File: config.mk
export PLATFORM = sky130hd
export DESIGN_NAME = tempSensTop
export DESIGN_NICKNAME = d
export VERILOG_FILES = /design/src/common/tempSensPkg.sv /design/src/sequencer/diodeSampler.sv /design/src/sequencer/phaseSequencer.sv /design/src/design/cmpFrontEnd.sv /design/src/design/resultSender.sv /design/src/design/tempSensTop.sv
export SDC_FILE = /design/constraint.sdc
export NUM_CORES = 1
export LEC_CHECK = 0
export BUFFER_PORTS_ARGS = -buffer_cell sky130_fd_sc_hd__buf_2
export CAP_MARGIN = 40
export CORE_UTILIZATION = 58
export DETAILED_ROUTE_END_ITERATION = 7
export GPL_TIMING_DRIVEN = 0
export PLACE_DENSITY = 0.79
export REMOVE_ABC_BUFFERS = 1
export SLEW_MARGIN = 5
export SYNTH_ARGS = -nofsm -noshare
export SYNTH_HDL_FRONTEND = slang
export SYNTH_SLANG_ARGS = --single-unit
File: constraint.sdc
create_clock -name clk -period 3.8 [get_ports clk]
set_clock_uncertainty 0.1 [all_clocks]
set_input_delay 0.38 -clock clk [delete_from_list [all_inputs] [get_ports clk]]
set_output_delay 0.38 -clock clk [all_outputs]
set_load 0.005 [all_outputs]
File: src/common/tempSensPkg.sv
`default_nettype none

package tempSensPkg;

    // Parent phases of the measurement loop
    typedef enum logic [2:0] {
        PRECHARGE,
        BANDGAP,
        PTAT,
        TEMPSENS,
        SLEEP
    } phase_t;

    // One diode sampling round
    typedef enum logic [1:0] {
        SMALLDIODE,
        SMALLBLANK,
        BIGDIODE,
        BIGBLANK
    } sampleStep_t;

    typedef logic [7:0] tempCount_t;
    typedef logic [7:0] phaseCount_t;
    typedef logic [4:0] stepCount_t;
    typedef logic [2:0] roundCount_t;
    typedef logic [1:0] credit_t;

    // Phase lengths in clock cycles
    localparam phaseCount_t prechargeCycles = 8'd16;
    localparam phaseCount_t senseCycles = 8'd201;
    localparam phaseCount_t sleepCycles = 8'd31;

    // Sampler step lengths and round counts
    localparam stepCount_t bandgapStep = 5'd8;
    localparam stepCount_t ptatStep = 5'd16;
    localparam roundCount_t bandgapRounds = 3'd4;
    localparam roundCount_t ptatRounds = 3'd4;

    // Edges seen this soon after a counted one are chop glitches
    localparam logic [1:0] blankCycles = 2'd2;

    localparam credit_t creditInit = 2'd2;

endpackage

`default_nettype wire

File: src/sequencer/diodeSampler.sv
`default_nettype none

module diodeSampler (
    input wire clk,
    input wire reset,
    input wire sampleEnable,
    input wire tempSensPkg::stepCount_t stepCycles,

    output logic pi1,
    output logic pi2,
    output logic pii1,
    output logic pii2,
    output logic roundDone,
    output logic sampleChop
);

    tempSensPkg::sampleStep_t step;
    tempSensPkg::stepCount_t stepCount;

    logic stepLast;
    logic bigOn;
    logic smallOn;

    assign stepLast = (stepCount == stepCycles - 5'd1);
    assign roundDone = sampleEnable && (step == tempSensPkg::BIGBLANK);

    always_ff @(posedge clk or posedge reset) begin
        if (reset) begin
            step <= tempSensPkg::SMALLDIODE;
            stepCount <= '0;
            sampleChop <= 1'b0;
        end else if (!sampleEnable) begin
            // Next enable starts a new round
            step <= tempSensPkg::SMALLDIODE;
            stepCount <= '0;
        end else begin
            case (step)
                tempSensPkg::SMALLDIODE: begin
                    stepCount <= stepLast ? '0 : stepCount + 5'd1;
                    if (stepLast) begin
                        step <= tempSensPkg::SMALLBLANK;
                        sampleChop <= ~sampleChop;
                    end
                end
                tempSensPkg::SMALLBLANK: begin
                    step <= tempSensPkg::BIGDIODE;
                end
                tempSensPkg::BIGDIODE: begin
                    stepCount <= stepLast ? '0 : stepCount + 5'd1;
                    if (stepLast) begin
                        step <= tempSensPkg::BIGBLANK;
                    end
                end
                default: begin
                    step <= tempSensPkg::SMALLDIODE;
                end
            endcase
        end
    end

    // Diode switches registered, both phases of a pair together
    always_ff @(posedge clk or posedge reset) begin
        if (reset) begin
            bigOn <= 1'b0;
            smallOn <= 1'b0;
        end else begin
            bigOn <= sampleEnable && (step == tempSensPkg::BIGDIODE);
            smallOn <= sampleEnable && (step == tempSensPkg::SMALLDIODE);
        end
    end

    assign pi1 = bigOn;
    assign pi2 = bigOn;
    assign pii1 = smallOn;
    assign pii2 = smallOn;

endmodule

`default_nettype wire

File: src/sequencer/phaseSequencer.sv
`default_nettype none

module phaseSequencer (
    input wire clk,
    input wire reset,
    input wire senseChop,
    input wire resultBusy,

    output logic countEnable,
    output logic countClear,
    output logic resultPush,

    output logic cmpP1,
    output logic cmpP2,

    output logic pi1,
    output logic pi2,
    output logic pii1,
    output logic pii2,

    output logic sBgCtrl,
    output logic sPtatCtrl,
    output logic sBg2Cmp,
    output logic sCap2Cmp,
    output logic sRef2Cmp,
    output logic sCapRst,
    output logic sPtatOut,
    output logic sRdisconN,

    output logic preChrg,
    output logic pwrUp
);

    tempSensPkg::phase_t phase;
    tempSensPkg::phaseCount_t phaseCount;
    tempSensPkg::roundCount_t roundCount;
    tempSensPkg::stepCount_t stepCycles;

    logic sampleEnable;
    logic roundDone;
    logic sampleChop;
    logic chopFromSense;
    logic prechargeDone;
    logic senseDone;
    logic sleepDone;
    logic bandgapDone;
    logic ptatDone;

    assign sampleEnable = (phase == tempSensPkg::BANDGAP) || (phase == tempSensPkg::PTAT);
    assign stepCycles = (phase == tempSensPkg::PTAT) ? tempSensPkg::ptatStep
                                                     : tempSensPkg::bandgapStep;

    diodeSampler diodeSampler_inst (
        .clk(clk),
        .reset(reset),
        .sampleEnable(sampleEnable),
        .stepCycles(stepCycles),
        .pi1(pi1),
        .pi2(pi2),
        .pii1(pii1),
        .pii2(pii2),
        .roundDone(roundDone),
        .sampleChop(sampleChop)
    );

    assign prechargeDone = (phaseCount == tempSensPkg::prechargeCycles - 8'd1);
    assign senseDone = (phaseCount == tempSensPkg::senseCycles - 8'd1);
    assign sleepDone = (phaseCount == tempSensPkg::sleepCycles - 8'd1);
    assign bandgapDone = roundDone && (roundCount == tempSensPkg::bandgapRounds - 3'd1);
    assign ptatDone = roundDone && (roundCount == tempSensPkg::ptatRounds - 3'd1);

    assign countEnable = (phase == tempSensPkg::TEMPSENS);
    // Fresh count for the window about to start
    assign countClear = (phase == tempSensPkg::PTAT) && ptatDone;

    always_ff @(posedge clk or posedge reset) begin
        if (reset) begin
            phase <= tempSensPkg::PRECHARGE;
            phaseCount <= '0;
            roundCount <= '0;
        end else begin
            case (phase)
                tempSensPkg::PRECHARGE: begin
                    phaseCount <= prechargeDone ? '0 : phaseCount + 8'd1;
                    if (prechargeDone) begin
                        phase <= tempSensPkg::BANDGAP;
                    end
                end
                tempSensPkg::BANDGAP: begin
                    if (bandgapDone) begin
                        roundCount <= '0;
                        phase <= tempSensPkg::PTAT;
                    end else if (roundDone) begin
                        roundCount <= roundCount + 3'd1;
                    end
                end
                tempSensPkg::PTAT: begin
                    if (ptatDone) begin
                        roundCount <= '0;
                        phase <= tempSensPkg::TEMPSENS;
                    end else if (roundDone) begin
                        roundCount <= roundCount + 3'd1;
                    end
                end
                tempSensPkg::TEMPSENS: begin
                    phaseCount <= senseDone ? '0 : phaseCount + 8'd1;
                    if (senseDone) begin
                        phase <= tempSensPkg::SLEEP;
                    end
                end
                default: begin
                    // Sleep holds until the last result has left
                    if (!sleepDone) begin
                        phaseCount <= phaseCount + 8'd1;
                    end else if (!resultBusy) begin
                        phaseCount <= '0;
                        phase <= tempSensPkg::BANDGAP;
                    end
                end
            endcase
        end
    end

    // Switch controls follow the phase one cycle later
    always_ff @(posedge clk or posedge reset) begin
        if (reset) begin
            {sBgCtrl, sPtatCtrl, sBg2Cmp, sCap2Cmp, sRef2Cmp} <= '0;
            {sCapRst, sPtatOut, sRdisconN, preChrg, pwrUp} <= '0;
            resultPush <= 1'b0;
            chopFromSense <= 1'b1;
        end else begin
            sBgCtrl <= (phase == tempSensPkg::PRECHARGE) || (phase == tempSensPkg::BANDGAP);
            sPtatCtrl <= (phase == tempSensPkg::PRECHARGE) || (phase == tempSensPkg::PTAT)
                         || (phase == tempSensPkg::TEMPSENS);
            sBg2Cmp <= sampleEnable;
            sCap2Cmp <= countEnable;
            sRef2Cmp <= countEnable;
            sPtatOut <= countEnable;
            sCapRst <= (phase == tempSensPkg::PRECHARGE) || (phase == tempSensPkg::SLEEP);
            sRdisconN <= (phase == tempSensPkg::PRECHARGE) || (phase == tempSensPkg::BANDGAP)
                         || (phase == tempSensPkg::SLEEP);
            preChrg <= (phase == tempSensPkg::PRECHARGE);
            pwrUp <= (phase != tempSensPkg::SLEEP);
            resultPush <= countEnable && senseDone;
            chopFromSense <= countEnable;
        end
    end

    // Sense chop owns the comparator inside the window
    assign cmpP1 = chopFromSense ? senseChop : sampleChop;
    assign cmpP2 = ~cmpP1;

endmodule

`default_nettype wire

File: src/design/cmpFrontEnd.sv
`default_nettype none

module cmpFrontEnd (
    input wire clk,
    input wire reset,
    input wire cmp,
    input wire countEnable,
    input wire countClear,

    output tempSensPkg::tempCount_t edgeCount,
    output logic senseChop
);

    logic cmpMeta;
    logic cmpSync;
    logic cmpPrev;
    logic cmpRise;
    logic edgeTaken;
    logic [1:0] blankCount;

    // Two-flop synchronizer, then edge-detect register
    always_ff @(posedge clk or posedge reset) begin
        if (reset) begin
            cmpMeta <= 1'b0;
            cmpSync <= 1'b0;
            cmpPrev <= 1'b0;
        end else begin
            cmpMeta <= cmp;
            cmpSync <= cmpMeta;
            cmpPrev <= cmpSync;
        end
    end

    assign cmpRise = cmpSync & ~cmpPrev;

    // Counted only inside the window and outside blanking
    assign edgeTaken = cmpRise && countEnable && (blankCount == 2'd0);

    always_ff @(posedge clk or posedge reset) begin
        if (reset) begin
            edgeCount <= '0;
            blankCount <= 2'd0;
            senseChop <= 1'b1;
        end else if (countClear) begin
            edgeCount <= '0;
            blankCount <= 2'd0;
        end else if (edgeTaken) begin
            edgeCount <= edgeCount + tempSensPkg::tempCount_t'(1);
            blankCount <= tempSensPkg::blankCycles;
            // Each counted edge flips the comparator chop
            senseChop <= ~senseChop;
        end else if (blankCount != 2'd0) begin
            blankCount <= blankCount - 2'd1;
        end
    end

endmodule

`default_nettype wire

File: src/design/resultSender.sv
`default_nettype none

module resultSender (
    input wire clk,
    input wire reset,
    input wire resultPush,
    input wire tempSensPkg::tempCount_t edgeCount,
    input wire resultCredit,

    output logic resultBusy,
    output logic resultValid,
    output tempSensPkg::tempCount_t resultData
);

    tempSensPkg::credit_t credits;

    logic creditAvail;
    logic sendNow;

    // A credit arriving this cycle can be spent right away
    assign creditAvail = (credits != 2'd0) || resultCredit;
    assign sendNow = (resultPush || resultBusy) && creditAvail;

    always_ff @(posedge clk or posedge reset) begin
        if (reset) begin
            credits <= tempSensPkg::creditInit;
            resultBusy <= 1'b0;
            resultValid <= 1'b0;
        end else begin
            credits <= credits + {1'b0, resultCredit} - {1'b0, sendNow};
            resultValid <= sendNow;
            if (sendNow) begin
                resultBusy <= 1'b0;
            end else if (resultPush) begin
                resultBusy <= 1'b1;
            end
        end
    end

    // Result held until it goes out
    always_ff @(posedge clk) begin
        if (resultPush) begin
            resultData <= edgeCount;
        end
    end

endmodule

`default_nettype wire

File: src/design/tempSensTop.sv
`default_nettype none

module tempSensTop (
    input wire clk,
    input wire reset,
    input wire cmp,
    input wire resultCredit,

    output logic cmpP1,
    output logic cmpP2,

    output logic pi1,
    output logic pi2,
    output logic pii1,
    output logic pii2,

    output logic sBgCtrl,
    output logic sPtatCtrl,
    output logic sBg2Cmp,
    output logic sCap2Cmp,
    output logic sRef2Cmp,
    output logic sCapRst,
    output logic sPtatOut,
    output logic sRdisconN,

    output logic preChrg,
    output logic pwrUp,

    output logic resultValid,
    output tempSensPkg::tempCount_t resultData
);

    logic countEnable;
    logic countClear;
    logic senseChop;
    logic resultPush;
    logic resultBusy;
    tempSensPkg::tempCount_t edgeCount;

    // Comparator side
    cmpFrontEnd cmpFrontEnd_inst (
        .clk(clk),
        .reset(reset),
        .cmp(cmp),
        .countEnable(countEnable),
        .countClear(countClear),
        .edgeCount(edgeCount),
        .senseChop(senseChop)
    );

    phaseSequencer phaseSequencer_inst (
        .clk(clk),
        .reset(reset),
        .senseChop(senseChop),
        .resultBusy(resultBusy),
        .countEnable(countEnable),
        .countClear(countClear),
        .resultPush(resultPush),
        .cmpP1(cmpP1),
        .cmpP2(cmpP2),
        .pi1(pi1),
        .pi2(pi2),
        .pii1(pii1),
        .pii2(pii2),
        .sBgCtrl(sBgCtrl),
        .sPtatCtrl(sPtatCtrl),
        .sBg2Cmp(sBg2Cmp),
        .sCap2Cmp(sCap2Cmp),
        .sRef2Cmp(sRef2Cmp),
        .sCapRst(sCapRst),
        .sPtatOut(sPtatOut),
        .sRdisconN(sRdisconN),
        .preChrg(preChrg),
        .pwrUp(pwrUp)
    );

    // Result goes out against consumer credits
    resultSender resultSender_inst (
        .clk(clk),
        .reset(reset),
        .resultPush(resultPush),
        .edgeCount(edgeCount),
        .resultCredit(resultCredit),
        .resultBusy(resultBusy),
        .resultValid(resultValid),
        .resultData(resultData)
    );

endmodule

`default_nettype wire

# ---- Yosys cells after proc, flatten, opt, wreduce, memory -nomap -nowiden
# Cells that the tools add are included.
dict set report classes {
  add_sub_neg 8
  eq_ne 22
  n_mux 30
  bitwise_logic 7
  reduce_logical 35
}
# cell n
set ops {}
lappend ops {{$mux 8} 6}
lappend ops {{$mux 3} 8}
lappend ops {{$pmux 8 s3} 1}
lappend ops {{$mux 5} 4}
lappend ops {{$add 8x1->8 const B} 2}
lappend ops {{$mux 2} 6}
lappend ops {{$pmux 3 s4} 1}
lappend ops {{$reduce_bool 2->1} 5}
lappend ops {{$eq 3x2->1 const B} 3}
lappend ops {{$logic_and 1x1->1} 9}
lappend ops {{$ne 3x3->1 const B} 3}
lappend ops {{$eq 8x4->1 const B} 1}
lappend ops {{$eq 8x5->1 const B} 1}
lappend ops {{$eq 8x8->1 const B} 1}
lappend ops {{$logic_or 1x1->1} 8}
lappend ops {{$ne 2x1->1 const B} 4}
lappend ops {{$reduce_and 2->1} 4}
lappend ops {{$not 1->1} 6}
lappend ops {{$pmux 2 s3} 1}
lappend ops {{$reduce_and 6->1} 1}
lappend ops {{$add 5x1->5 const B} 1}
lappend ops {{$eq 5x5->1} 1}
lappend ops {{$ne 5x5->1 const B} 1}
lappend ops {{$reduce_bool 5->1} 1}
lappend ops {{18 further kinds} 23}
dict set report word_totals {
  reg_bits 60
  in_bits 4
  output_inout_bits 25
}

# ---- Depth between registers and ports, before layout
# Gate-level depths: netlist of the first run.
dict set report logic_depth {
  depth_word 7
  depth_mapped 7
  ltp_nobuf 7
}

# ---- Hierarchy
# Synthesis of the first run repeated with hierarchy kept, for this count alone.
dict set report unflattened {
  cells_unflattened 278
  area_unflattened_um2 2976.6
}
# module n_inst cells_per_inst area_per_inst_um2 seq_area_each_um2
set by_module_without_submodules {}
lappend by_module_without_submodules {phaseSequencer 1 119 1231.2 601.8}
lappend by_module_without_submodules {diodeSampler 1 76 689.4 250.2}
lappend by_module_without_submodules {cmpFrontEnd 1 58 631.9 351.6}
lappend by_module_without_submodules {resultSender 1 25 424.2 341.6}

# ---- Worst setup path before layout of the first run
# Ideal clock, no wire load.
dict set report synth_path {
  path_kind {register to register}
  from {register phaseSequencer_inst.phaseCount[0]}
  to {register phaseSequencer_inst.phaseCount[2]}
  t_arrival_ns 1.586
  t_required_ns 3.563
  path_slack_ns 1.977
  path_stages_with_launch 7
  n_path_buf 0
  synth_period_minus_slack_ns 1.823
  path_cell_list {dfrtp_1 inv_1 ha_1 nor4b_1 a21oi_1 o311ai_0 nand3_1}
}
dict set report synth_between {
  elab_chain_len 3
  word_cells_on_any_way 10
}
# element line_no
set synth_lines {}
lappend synth_lines {{start, declared} phaseSequencer.sv:35} ;# tempSensPkg::phaseCount_t phaseCount;
lappend synth_lines {{start signal, assigned} phaseSequencer.sv:84} ;# phaseCount <= prechargeDone ? '0 : phaseCount + 8'd1;
lappend synth_lines {{start signal, assigned} phaseSequencer.sv:106} ;# phaseCount <= senseDone ? '0 : phaseCount + 8'd1;
lappend synth_lines {{start signal, assigned} phaseSequencer.sv:114} ;# phaseCount <= phaseCount + 8'd1;
lappend synth_lines {{$add 8x1->8, or another cell as far along} {phaseSequencer.sv:84, phaseSequencer.sv:106, phaseSequencer.sv:114}}
lappend synth_lines {{$mux 8, or another cell as far along} phaseSequencer.sv:113} ;# if (!sleepDone) begin
lappend synth_lines {{$pmux 8 s3 or $reduce_and 2->1 (tied branches)} -}
# Parallel ways exist; a longest one is shown, timed or not.
# A chain may end at the register's enable or synchronous reset.

# ---- Worst setup path in the final report of the first run
# Ends and elaborated chain as after synthesis.

==> impl_metrics.csv, run 1 <==
group,metric,value,unit
die,core_area,0.00472,sq mm
die,start_util,60.4,%
place,port-buffer-count,28,
die,die-area,0.00520,sq mm
status,outcome,"finished clean",
critical_path,critPathLaunchType,"flop",
detailed_routing,drtIter0Drc,141,
die,rows,25,
layout,diodes,0,
die,dieHeight,72.1,um
timing,rsz0062_at_grt,"false",
timing,fin_tns_setup,0,ns
die,io_pins,29,
critical_path,cp_max_fo,6,
grt,track_usage,21.6,%
synthesis,synth-seq-cells,60,
timing,min_period,2.09,ns
timing,finalHoldViolations,0,
pwr,clkPwrFrac,45.6,%
pwr,irDropWorstVdd,0.406,mV
pwr,power_density,407,mW/mm^2
synthesis,synth_seq_area_share,54.2,%
synthesis,synth_edf_count,8,
detailed_routing,drt-total-wl,4820,um
detailed_routing,vias,1960,
timing,setup_viol_count_final,0,
layout,final_cell_count_no_fill,354,
clock_network,cts_tree,"done",
timing,clock.fmax,0.480,GHz
synthesis,async_flop_share,86.7,%
clock_network,cts-root-buf,"clkbuf_8",
timing,holdWs,0.0479,ns
synthesis,netlist_instances,251,
synthesis,syn_avg_cell_area,11.4,sq um
critical_path,path_class,"flop to flop",
pwr,p_int,1.05,mW
place,dpl.hpwl,3360,um
detailed_routing,drtPass1Iterations,4,
layout,area_delta_synth_final,13.6,%
pwr,pwr-share-seq,51.0,%
synthesis,yosysMostFrequentCell,"dfrtp_1",
clock_network,cts_num_sinks,60,
synthesis,synth_common_cells,"dfrtp_1 (49), inv_1 (20), nor2_1 (19)",
pwr,leakagePower,1.37,nW
clock_network,hold_buffers,1,
clock_network,cts_max_path_buffers,2,
clock_network,cts_buffers,9,
layout,fin_nets,298,
run,cap_violations,0,
synthesis,synth_cell_types,56,
worst_hold_path,hold_class,"input pin to flop",
clock_network,postCtsResizedCells,0,
place,place.gp.congestion,0.885,
critical_path,required,3.90,ns
synthesis,yosys-top-cells-area,"dfrtp_1 (43%), edfxtp_1 (8.4%), ha_1 (5.3%)",
detailed_routing,avgViaCountPerCell,5.54,
layout,layout-drive-gt1-share,19.5,%
grt,antenna_found_initial,0,
timing,finalCritPeriodShare,54.9,%
pwr,power_switching,269,uW
synthesis,ys.flop_type,"dfrtp_1",
grt,grt_pass1_wl,8560,um
pwr,power,1.32,mW
pwr,swShare,20.4,%
pwr,combPwrFrac,3.4,%
synthesis,syn_area,0.00285,sq mm
grt,grt_start_max_net_pins,38,
timing,tightest_slew,0.701,ns
synthesis,synth.largest_area_cell,"dfrtp_1",
grt,gr-total-overflow,0,
clock_network,post_cts_buffers,0,
clock_network,cts.htree.levels,3,
critical_path,end_kind,"flop",
synthesis,ys_warn_count,0,
clock_network,clk_latency,0.34,ns
die,die_x,72.1,um
detailed_routing,wl_per_cell,13.6,um
detailed_routing,drc,0,
clock_network,path_clk_slew,0.06,ns
critical_path,arrival,2.19,ns
grt,grt_pass1_vias,1916,
detailed_routing,ant_nets,0,
timing,slew_violations,0,
place,dp_cells,337,
synthesis,synth_top_area_share,43.0,%
timing,slew_headroom,53.2,%
critical path, stage by stage (launching register included):
cell      delay [ns]
dfrtp_1         0.43
inv_1           0.11
ha_1            0.14
nor4b_1         0.42
a21oi_1         0.27
o311ai_0        0.37
nand3_1         0.11
routing by layer:
metal  vias to the layer above  track usage (%)  share of wire, %
li1                        953                -                 -
met1                       956             27.7                47
met2                        44             34.3                47
met3                         7             7.08               4.0
met4                         0             8.50               1.8
met5                         -                0                 0
final timing paths:
check	cells past startpoint	start	endpoint	slack, ns
min reg2reg	0	cmpFrontEnd_inst.cmpMeta$_DFF_PP0_	cmpFrontEnd_inst.cmpSync$_DFF_PP0_	0.25
max in group asynchronous	4	reset	cmpFrontEnd_inst.senseChop$_DFFE_PP1P_	2.57
min in group asynchronous	3	reset	phaseSequencer_inst.phaseCount[6]$_DFFE_PP0P_	0.46
max	6	phaseSequencer_inst.phaseCount[0]$_DFFE_PP0P_	phaseSequencer_inst.phaseCount[2]$_DFFE_PP0P_	1.71
min	1	cmp	cmpFrontEnd_inst.cmpMeta$_DFF_PP0_	0.05
max reg2reg	6	phaseSequencer_inst.phaseCount[0]$_DFFE_PP0P_	phaseSequencer_inst.phaseCount[2]$_DFFE_PP0P_	1.71
cell families (layout without fill, tap and decap cells):
logic type      count (synthesis)  after routing  synth area share, %
simple gates                   83             83                 16.8
flops                          60             60                 54.2
compound gates                 42             42                 10.8
buf+inv                        31             67                 5.40
xor+xnor                       14             14                 4.30
fa+ha+maj                      12             12                 5.27
mux                             9              9                 3.29
metrics by stage:
stage / util, % / setup WS, ns / instance area (sq um)
detailed placement: 64.0 / 1.70 / 3020
finish: 68.6 / 1.71 / 3240
global route: 68.6 / 1.42 / 3240
floorplan: - / 1.94 / 2780
CTS: 68.6 / 1.69 / 3240
global placement: 63.6 / 1.44 / 3000
cell usage in the layout (no fill, tap or decap), types with 9 or more instances in the layout:
cell	Yosys	layout
buf_2	1	28
inv_1	20	19
nand2_1	14	14
nand3_1	9	9
dfrtp_1	49	49
clkbuf_8	0	9
xnor2_1	9	9
nor2_1	19	19
ha_1	12	12
o21ai_0	10	10
cell type report:
cell class / instances / area, sq um
clock buffer: 11 / 131
tap: 67 / 83.8
timing repair buffer: 30 / 170
multi-input combinational: 160 / 1150
clock inverter: 5 / 76.3
inverter: 21 / 81.3
sequential: 60 / 1550
fill: 355 / 1480
flip-flops by register name, indices dropped and copies added, names as in the netlist, 2 cells and up:
register and count:
phaseSequencer_inst.roundCount 3, phaseSequencer_inst.diodeSampler_inst.stepCount 5, resultSender_inst.credits 2, phaseSequencer_inst.diodeSampler_inst.step 2, phaseSequencer_inst.phase 3, cmpFrontEnd_inst.edgeCount 8
phaseSequencer_inst.phaseCount 8, cmpFrontEnd_inst.blankCount 2, resultSender_inst.resultData 8
power by group through the flow:
stage / registers [mW] / clock network [mW] / logic [mW]
after floorplan: 0.684 / 0 / 0.0327
after global placement: 0.685 / 0 / 0.0388
after detailed placement: 0.686 / 0 / 0.0451
after CTS: 0.674 / 0.615 / 0.0464
after global routing: 0.674 / 0.645 / 0.0533
final: 0.674 / 0.602 / 0.0443
Note: power is estimated with default switching activity, not from simulation.
==> run 2: changes to the inputs <==
--- a/config.mk
+++ b/config.mk
@@ -7,10 +7,10 @@
 export LEC_CHECK = 0
 export BUFFER_PORTS_ARGS = -buffer_cell sky130_fd_sc_hd__buf_2
 export CAP_MARGIN = 40
-export CORE_UTILIZATION = 58
+export CORE_UTILIZATION = 53
 export DETAILED_ROUTE_END_ITERATION = 7
 export GPL_TIMING_DRIVEN = 0
-export PLACE_DENSITY = 0.79
+export PLACE_DENSITY = 0.76
 export REMOVE_ABC_BUFFERS = 1
 export SLEW_MARGIN = 5
 export SYNTH_ARGS = -nofsm -noshare
==> constraint.sdc (replaced) <==
create_clock -name clk -period 1.8 [get_ports clk]
set_clock_uncertainty 0.1 [all_clocks]
set_input_delay 0.18 -clock clk [delete_from_list [all_inputs] [get_ports clk]]
set_output_delay 0.18 -clock clk [all_outputs]
set_load 0.005 [all_outputs]
==> run 2 against run 1 <==
Core utilization up 2.8 points. The run now ends with negative setup slack left. Global-route usage up 0.089 points. Clock power up 96%. Critical path depth down 2. Largest power group unchanged.
==> impl_metrics.csv, run 2 (same netlist as run 1, synthesis figures left out) <==
group,metric,value,unit
worst_hold_path,hold_class,"input pin to flop",
layout,mostFrequentLayoutCells,"dfrtp_1 (43), buf_2 (28), buf_4 (22)",
timing,rsz0062_at_grt,"true",
status,violations,"negative setup slack",
detailed_routing,drt-total-wl,5800,um
pwr,power_density,737,mW/mm^2
detailed_routing,wl_per_cell,15.0,um
clock_network,cts-root-buf,"clkbuf_8",
critical_path,slowest_stage,"o41a_4",
pwr,combPwrFrac,3.7,%
layout,layout_commonest_cell,"dfrtp_1",
place,port-buffer-count,28,
status,outcome,"finished, violations left",
run,cap_violations,0,
critical_path,path_class,"flop to flop",
detailed_routing,vias,2118,
pwr,power_switching,579,uW
die,dieHeight,75.4,um
critical_path,required,1.90,ns
detailed_routing,drc,0,
die,rows,26,
critical_path,path_cells,"nand4bb_4, o41a_4, nor3_4, o221ai_1",
die,start_util,55.5,%
timing,finalCritPeriodShare,102,%
timing,slew_headroom,70.4,%
timing,tightest_slew,0.443,ns
place,place.gp.congestion,0.864,
clock_network,cts.htree.levels,3,
die,die-area,0.00568,sq mm
clock_network,cts_buffers,9,
critical_path,critPathLaunchType,"flop",
critical_path,slowest_delay,0.50,ns
detailed_routing,avgViaCountPerCell,5.49,
pwr,clkPwrFrac,43.6,%
timing,min_period,1.84,ns
timing,slew_violations,0,
grt,grt_pass1_vias,2034,
clock_network,path_clk_slew,0.07,ns
grt,track_usage,21.7,%
layout,diodes,0,
clock_network,cts_tree,"done",
clock_network,cts_num_sinks,60,
timing,finalHoldViolations,0,
grt,grt_pass1_wl,9080,um
critical_path,arrival,1.93,ns
layout,layout-drive-gt1-share,35.4,%
place,dp_slack,-0.326,ns
detailed_routing,drtPass1Iterations,4,
grt,antenna_found_initial,0,
die,die_x,75.4,um
pwr,leakagePower,1.56,nW
clock_network,cts_max_path_buffers,2,
pwr,swShare,21.4,%
detailed_routing,ant_nets,0,
critical_path,end_kind,"flop",
grt,grt_start_max_net_pins,35,
layout,top_regs,"cmpFrontEnd_inst.edgeCount: 8 flops, phaseSequencer_inst.phaseCount: 8 flops, resultSender_inst.resultData: 8 flops",
die,io_pins,29,
grt,gr-total-overflow,0,
timing,fin_tns_setup,-0.138,ns
detailed_routing,drtIter0Drc,82,
timing,holdWs,0.0428,ns
critical_path,ff2ff_setup_slack,-0.04,ns
timing,setup_ws,-0.0384,ns
die,core_area,0.00514,sq mm
place,dpl.hpwl,3400,um
layout,area_delta_synth_final,28.8,%
pwr,irDropWorstVdd,0.564,mV
layout,fin_nets,327,
pwr,p_int,2.13,mW
clock_network,clk_latency,0.33,ns
timing,clock.fmax,0.544,GHz
timing,setup_viol_count_final,6,
critical_path,cp_max_fo,6,
pwr,pwr-share-seq,52.7,%
run 2: changes by cell type in the layout (fill, tap and decap cells not counted), sizes merged:
cell,change
buf,+27
clkinv,+2
dlygate4sd3,+2
bufinv,-1
clkbuf,+1
clkinvlp,-1
inv,-1
run 2: critical path: cells and delay by family, from the launching register on:
family          cells  cell delay (ns)
compound gates      2             0.66
flops               1             0.40
simple gates        2             0.55
run 2: metal layers:
layer  GRT usage, %  up-vias  share of wire [%]
li1               -     1017                  -
met2           35.9       60                 49
met3           4.23       15                3.7
met5              0        -                  0
met4           11.9        0                2.6
met1           27.0     1026                 44
run 2: final cells by class:
type                    count  area (sq um)
clock buffers              12           145
clock inverters             4          48.8
fillers                   368          1470
inverters                  21          83.8
multi-input cells         160          1350
flip-flops and latches     60          1550
well taps                  70          87.6
repair buffers             59           404
run 2: timing repair:
item	CTS	global route
pin swaps	7	7
hold buffers	3	0
endpoints found under the hold margin	19	0
buffers inserted	17	10
setup endpoints to repair	24	25
resized for setup	21	29
run 2: stage by stage:
stage / util (%) / instance area [sq um] / total power [mW] / cells
final: 71.4 / 3670 / 2.71 / 386
after global routing: 71.4 / 3670 / 2.81 / 386
after detailed placement: 58.9 / 3030 / 1.54 / 340
after global placement: 58.5 / 3010 / 1.53 / 339
after CTS: 67.3 / 3460 / 2.73 / 376
after floorplan: - / 2780 / 1.51 / 241
run 2: power by group through the flow:
stage | Clock, mW | Sequential, mW | Combinational, mW
final | 1.18 | 1.43 | 0.0992
after detailed placement | 0 | 1.45 | 0.0951
after floorplan | 0 | 1.44 | 0.0691
after CTS | 1.20 | 1.42 | 0.101
after global routing | 1.26 | 1.43 | 0.115
after global placement | 0 | 1.45 | 0.0825
run 2: worst paths after layout:
kind / to / startpoint / cells past startpoint
worst max-delay path: phaseSequencer_inst.phaseCount[4]$_DFFE_PP0P_ / phaseSequencer_inst.phaseCount[7]$_DFFE_PP0P_ / 4
worst min-delay path: resultSender_inst.resultBusy$_DFFE_PP0P_ / resultCredit / 3
worst max register to register: phaseSequencer_inst.phaseCount[4]$_DFFE_PP0P_ / phaseSequencer_inst.phaseCount[7]$_DFFE_PP0P_ / 4
worst min register to register: cmpFrontEnd_inst.cmpSync$_DFF_PP0_ / cmpFrontEnd_inst.cmpMeta$_DFF_PP0_ / 0
max in group asynchronous: phaseSequencer_inst.chopFromSense$_DFF_PP1_ / reset / 4
min in group asynchronous: phaseSequencer_inst.phaseCount[6]$_DFFE_PP0P_ / reset / 3
==> run 3: changes to the inputs <==
--- a/config.mk
+++ b/config.mk
@@ -5,14 +5,16 @@
 export SDC_FILE = /design/constraint.sdc
 export NUM_CORES = 1
 export LEC_CHECK = 0
-export BUFFER_PORTS_ARGS = -buffer_cell sky130_fd_sc_hd__buf_2
 export CAP_MARGIN = 40
-export CORE_UTILIZATION = 53
+export CORE_UTILIZATION = 56
+export CTS_BUF_LIST = sky130_fd_sc_hd__clkbuf_16
 export DETAILED_ROUTE_END_ITERATION = 7
+export DONT_BUFFER_PORTS = 1
 export GPL_TIMING_DRIVEN = 0
-export PLACE_DENSITY = 0.76
+export PLACE_DENSITY = 0.74
 export REMOVE_ABC_BUFFERS = 1
 export SLEW_MARGIN = 5
 export SYNTH_ARGS = -nofsm -noshare
 export SYNTH_HDL_FRONTEND = slang
 export SYNTH_SLANG_ARGS = --single-unit
+export TNS_END_PERCENT = 10
==> run 3 against run 2 <==
The run still ends with negative setup slack left. Sequential share of layout area rose by 1.0 points. Maximum frequency fell by 1.5%. Non-clock buffer count fell by 37. Clock-buffer cell count fell by 3. Sequential cell count did not move. First-iteration DRC count rose to 2.6 times the previous value. Total power rose by 26%. Wire length fell by 3.9%. Global-route usage rose by 1.9 points. Via count fell by 7.1%. Combinational power fell by 4.8%.
==> impl_metrics.csv, run 3 (same netlist as run 1, synthesis figures left out) <==
group,metric,value,unit
status,outcome,"finished, violations left",
status,violations,"negative setup slack",
timing,fin_tns_setup,-0.321,ns
critical_path,r2r_start,"phaseSequencer_inst.phaseCount[7]$_DFFE_PP0P_",
layout,layout_commonest_cell,"dfrtp_1",
detailed_routing,ant_nets,0,
critical_path,critPathLaunchType,"flop",
timing,finalCritPeriodShare,104,%
timing,slew_violations,0,
grt,grt_pass1_wl,9270,um
timing,slew_headroom,62.9,%
layout,final_cell_count_no_fill,346,
clock_network,clk_latency,0.32,ns
timing,setup_viol_count_final,10,
critical_path,ff2ff_setup_slack,-0.07,ns
run,cap_violations,0,
timing,rsz0062_at_grt,"true",
grt,track_usage,23.6,%
timing,min_period,1.87,ns
pwr,power,3.42,mW
critical_path,required,1.88,ns
detailed_routing,drtIter0Drc,213,
critical_path,r2r_cells,4,
die,core_area,0.00482,sq mm
detailed_routing,wl_per_cell,16.1,um
detailed_routing,drtPass1Iterations,4,
place,dp_cells,309,
place,place.gp.congestion,0.872,
worst_hold_path,whs_path_depth,0,
detailed_routing,drc,0,
place,dp_slack,-0.372,ns
die,die_x,73.4,um
grt,antenna_found_initial,0,
critical_path,cp_max_fo,4,
layout,postLayoutCellArea,0.00359,sq mm
critical_path,path_class,"flop to flop",
grt,gr-total-overflow,0,
layout,fin_nets,290,
place,dpl.hpwl,3190,um
critical_path,arrival,1.95,ns
critical_path,end_kind,"flop",
timing,finalHoldViolations,0,
die,dieHeight,73.4,um
clock_network,cts_num_sinks,60,
pwr,irDropWorstVdd,0.710,mV
clock_network,cts-root-buf,"clkbuf_16",
timing,holdWs,0.251,ns
worst_hold_path,min-delay-start,"cmpFrontEnd_inst.cmpMeta$_DFF_PP0_",
timing,clock.fmax,0.536,GHz
layout,diodes,0,
layout,mostFrequentLayoutCells,"dfrtp_1 (42), nor2_1 (18), inv_1 (17), buf_4 (17), nand2_1 (14)",
clock_network,path_clk_slew,0.05,ns
die,start_util,59.2,%
die,io_pins,29,
timing,setup_ws,-0.0657,ns
grt,grt_start_max_net_pins,28,
worst_hold_path,whs_endpoint,"cmpFrontEnd_inst.cmpSync$_DFF_PP0_",
layout,area_delta_synth_final,25.9,%
die,rows,25,
detailed_routing,vias,1967,
clock_network,cts.htree.levels,3,
layout,final_util,74.5,%
pwr,power_density,953,mW/mm^2
clock_network,cts_buffers,9,
pwr,leakagePower,1.47,nW
place,port-buffer-count,0,
layout,top_regs,"cmpFrontEnd_inst.edgeCount: 8 flops, phaseSequencer_inst.phaseCount: 8 flops, resultSender_inst.resultData: 8 flops",
layout,layout-drive-gt1-share,28.7,%
critical_path,timing.rr.end,"phaseSequencer_inst.phaseCount[4]$_DFFE_PP0P_",
worst_hold_path,hold_class,"flop to flop",
detailed_routing,drt-total-wl,5580,um
clock_network,cts_max_path_buffers,2,
detailed_routing,avgViaCountPerCell,5.68,
place,placed_cell_area,0.00288,sq mm
timing,tightest_slew,0.555,ns
clock_network,cts_tree,"done",
grt,grt_pass1_vias,1988,
die,die-area,0.00538,sq mm
==> run 3: cell count changes in the layout (fill, tap and decap cells not counted), sizes merged <==
cell	previous run	this run
buf	56	19
clkbuf	12	9
bufinv	1	3
inv	20	22
clkinv	4	3
==> run 3: what timing repair did <==
action,4_1_cts,5_1_grt
buffers inserted,13,5
hold endpoints to repair,26,0
hold buffers,3,0
setup endpoints to repair,25,17
resized for setup,31,20
pin swaps,6,8
gates cloned,0,0
==> run 3: how the worst max path moves through the flow <==
stage                                                  start                                                            to  slack, ns  cells after the start
2_1_floorplan       phaseSequencer_inst.phase[1]$_DFFE_PP0P_  phaseSequencer_inst.diodeSampler_inst.sampleChop$_DFFE_PP0P_      -0.06                      4
3_3_place_gp                                           reset                 phaseSequencer_inst.roundCount[2]$_DFFE_PP0P_      -0.28                      1
3_5_place_dp        phaseSequencer_inst.phase[1]$_DFFE_PP0P_                     cmpFrontEnd_inst.edgeCount[0]$_DFFE_PP0P_      -0.37                      4
4_1_cts        phaseSequencer_inst.phaseCount[0]$_DFFE_PP0P_                 phaseSequencer_inst.phaseCount[4]$_DFFE_PP0P_      -0.03                      6
5_1_grt        phaseSequencer_inst.phaseCount[6]$_DFFE_PP0P_                 phaseSequencer_inst.phaseCount[4]$_DFFE_PP0P_      -0.14                      4
6_report       phaseSequencer_inst.phaseCount[7]$_DFFE_PP0P_                 phaseSequencer_inst.phaseCount[4]$_DFFE_PP0P_      -0.07                      4
==> run 3: final cells by class <==
cell class | count | area [sq um]
Clock inverter | 7 | 106
Fill cell | 311 | 1230
Timing Repair Buffer | 22 | 189
Multi-Input combinational cell | 160 | 1350
Tap cell | 67 | 83.8
Clock buffer | 9 | 225
Sequential cell | 60 | 1550
Inverter | 21 | 86.3
==> run 3: metal layers <==
| layer | up-vias | routed length, um | global-route usage [%] |
|---|---|---|---|
| met4 | 0 | 153 | 15.2 |
| met1 | 957 | 2520 | 29.3 |
| li1 | 937 | - | - |
| met5 | - | 0 | 0 |
| met3 | 15 | 205 | 5.49 |
| met2 | 58 | 2700 | 37.1 |
==> run 3: critical path, cell delays in order (launching register included) <==
cell and delay, ns:
dfrtp_1 0.40, nand4bb_4 0.26, o41a_4 0.51, o311ai_2 0.29
o221ai_1 0.16
==> run 3: power by group <==
part           leakage (nW)  total (mW)  switching (mW)  internal, mW
sequential            0.700        1.43          0.0191          1.41
combinational         0.603      0.0944          0.0509        0.0435
clock                 0.166        1.90           0.567          1.33
total                  1.47        3.42           0.637          2.79
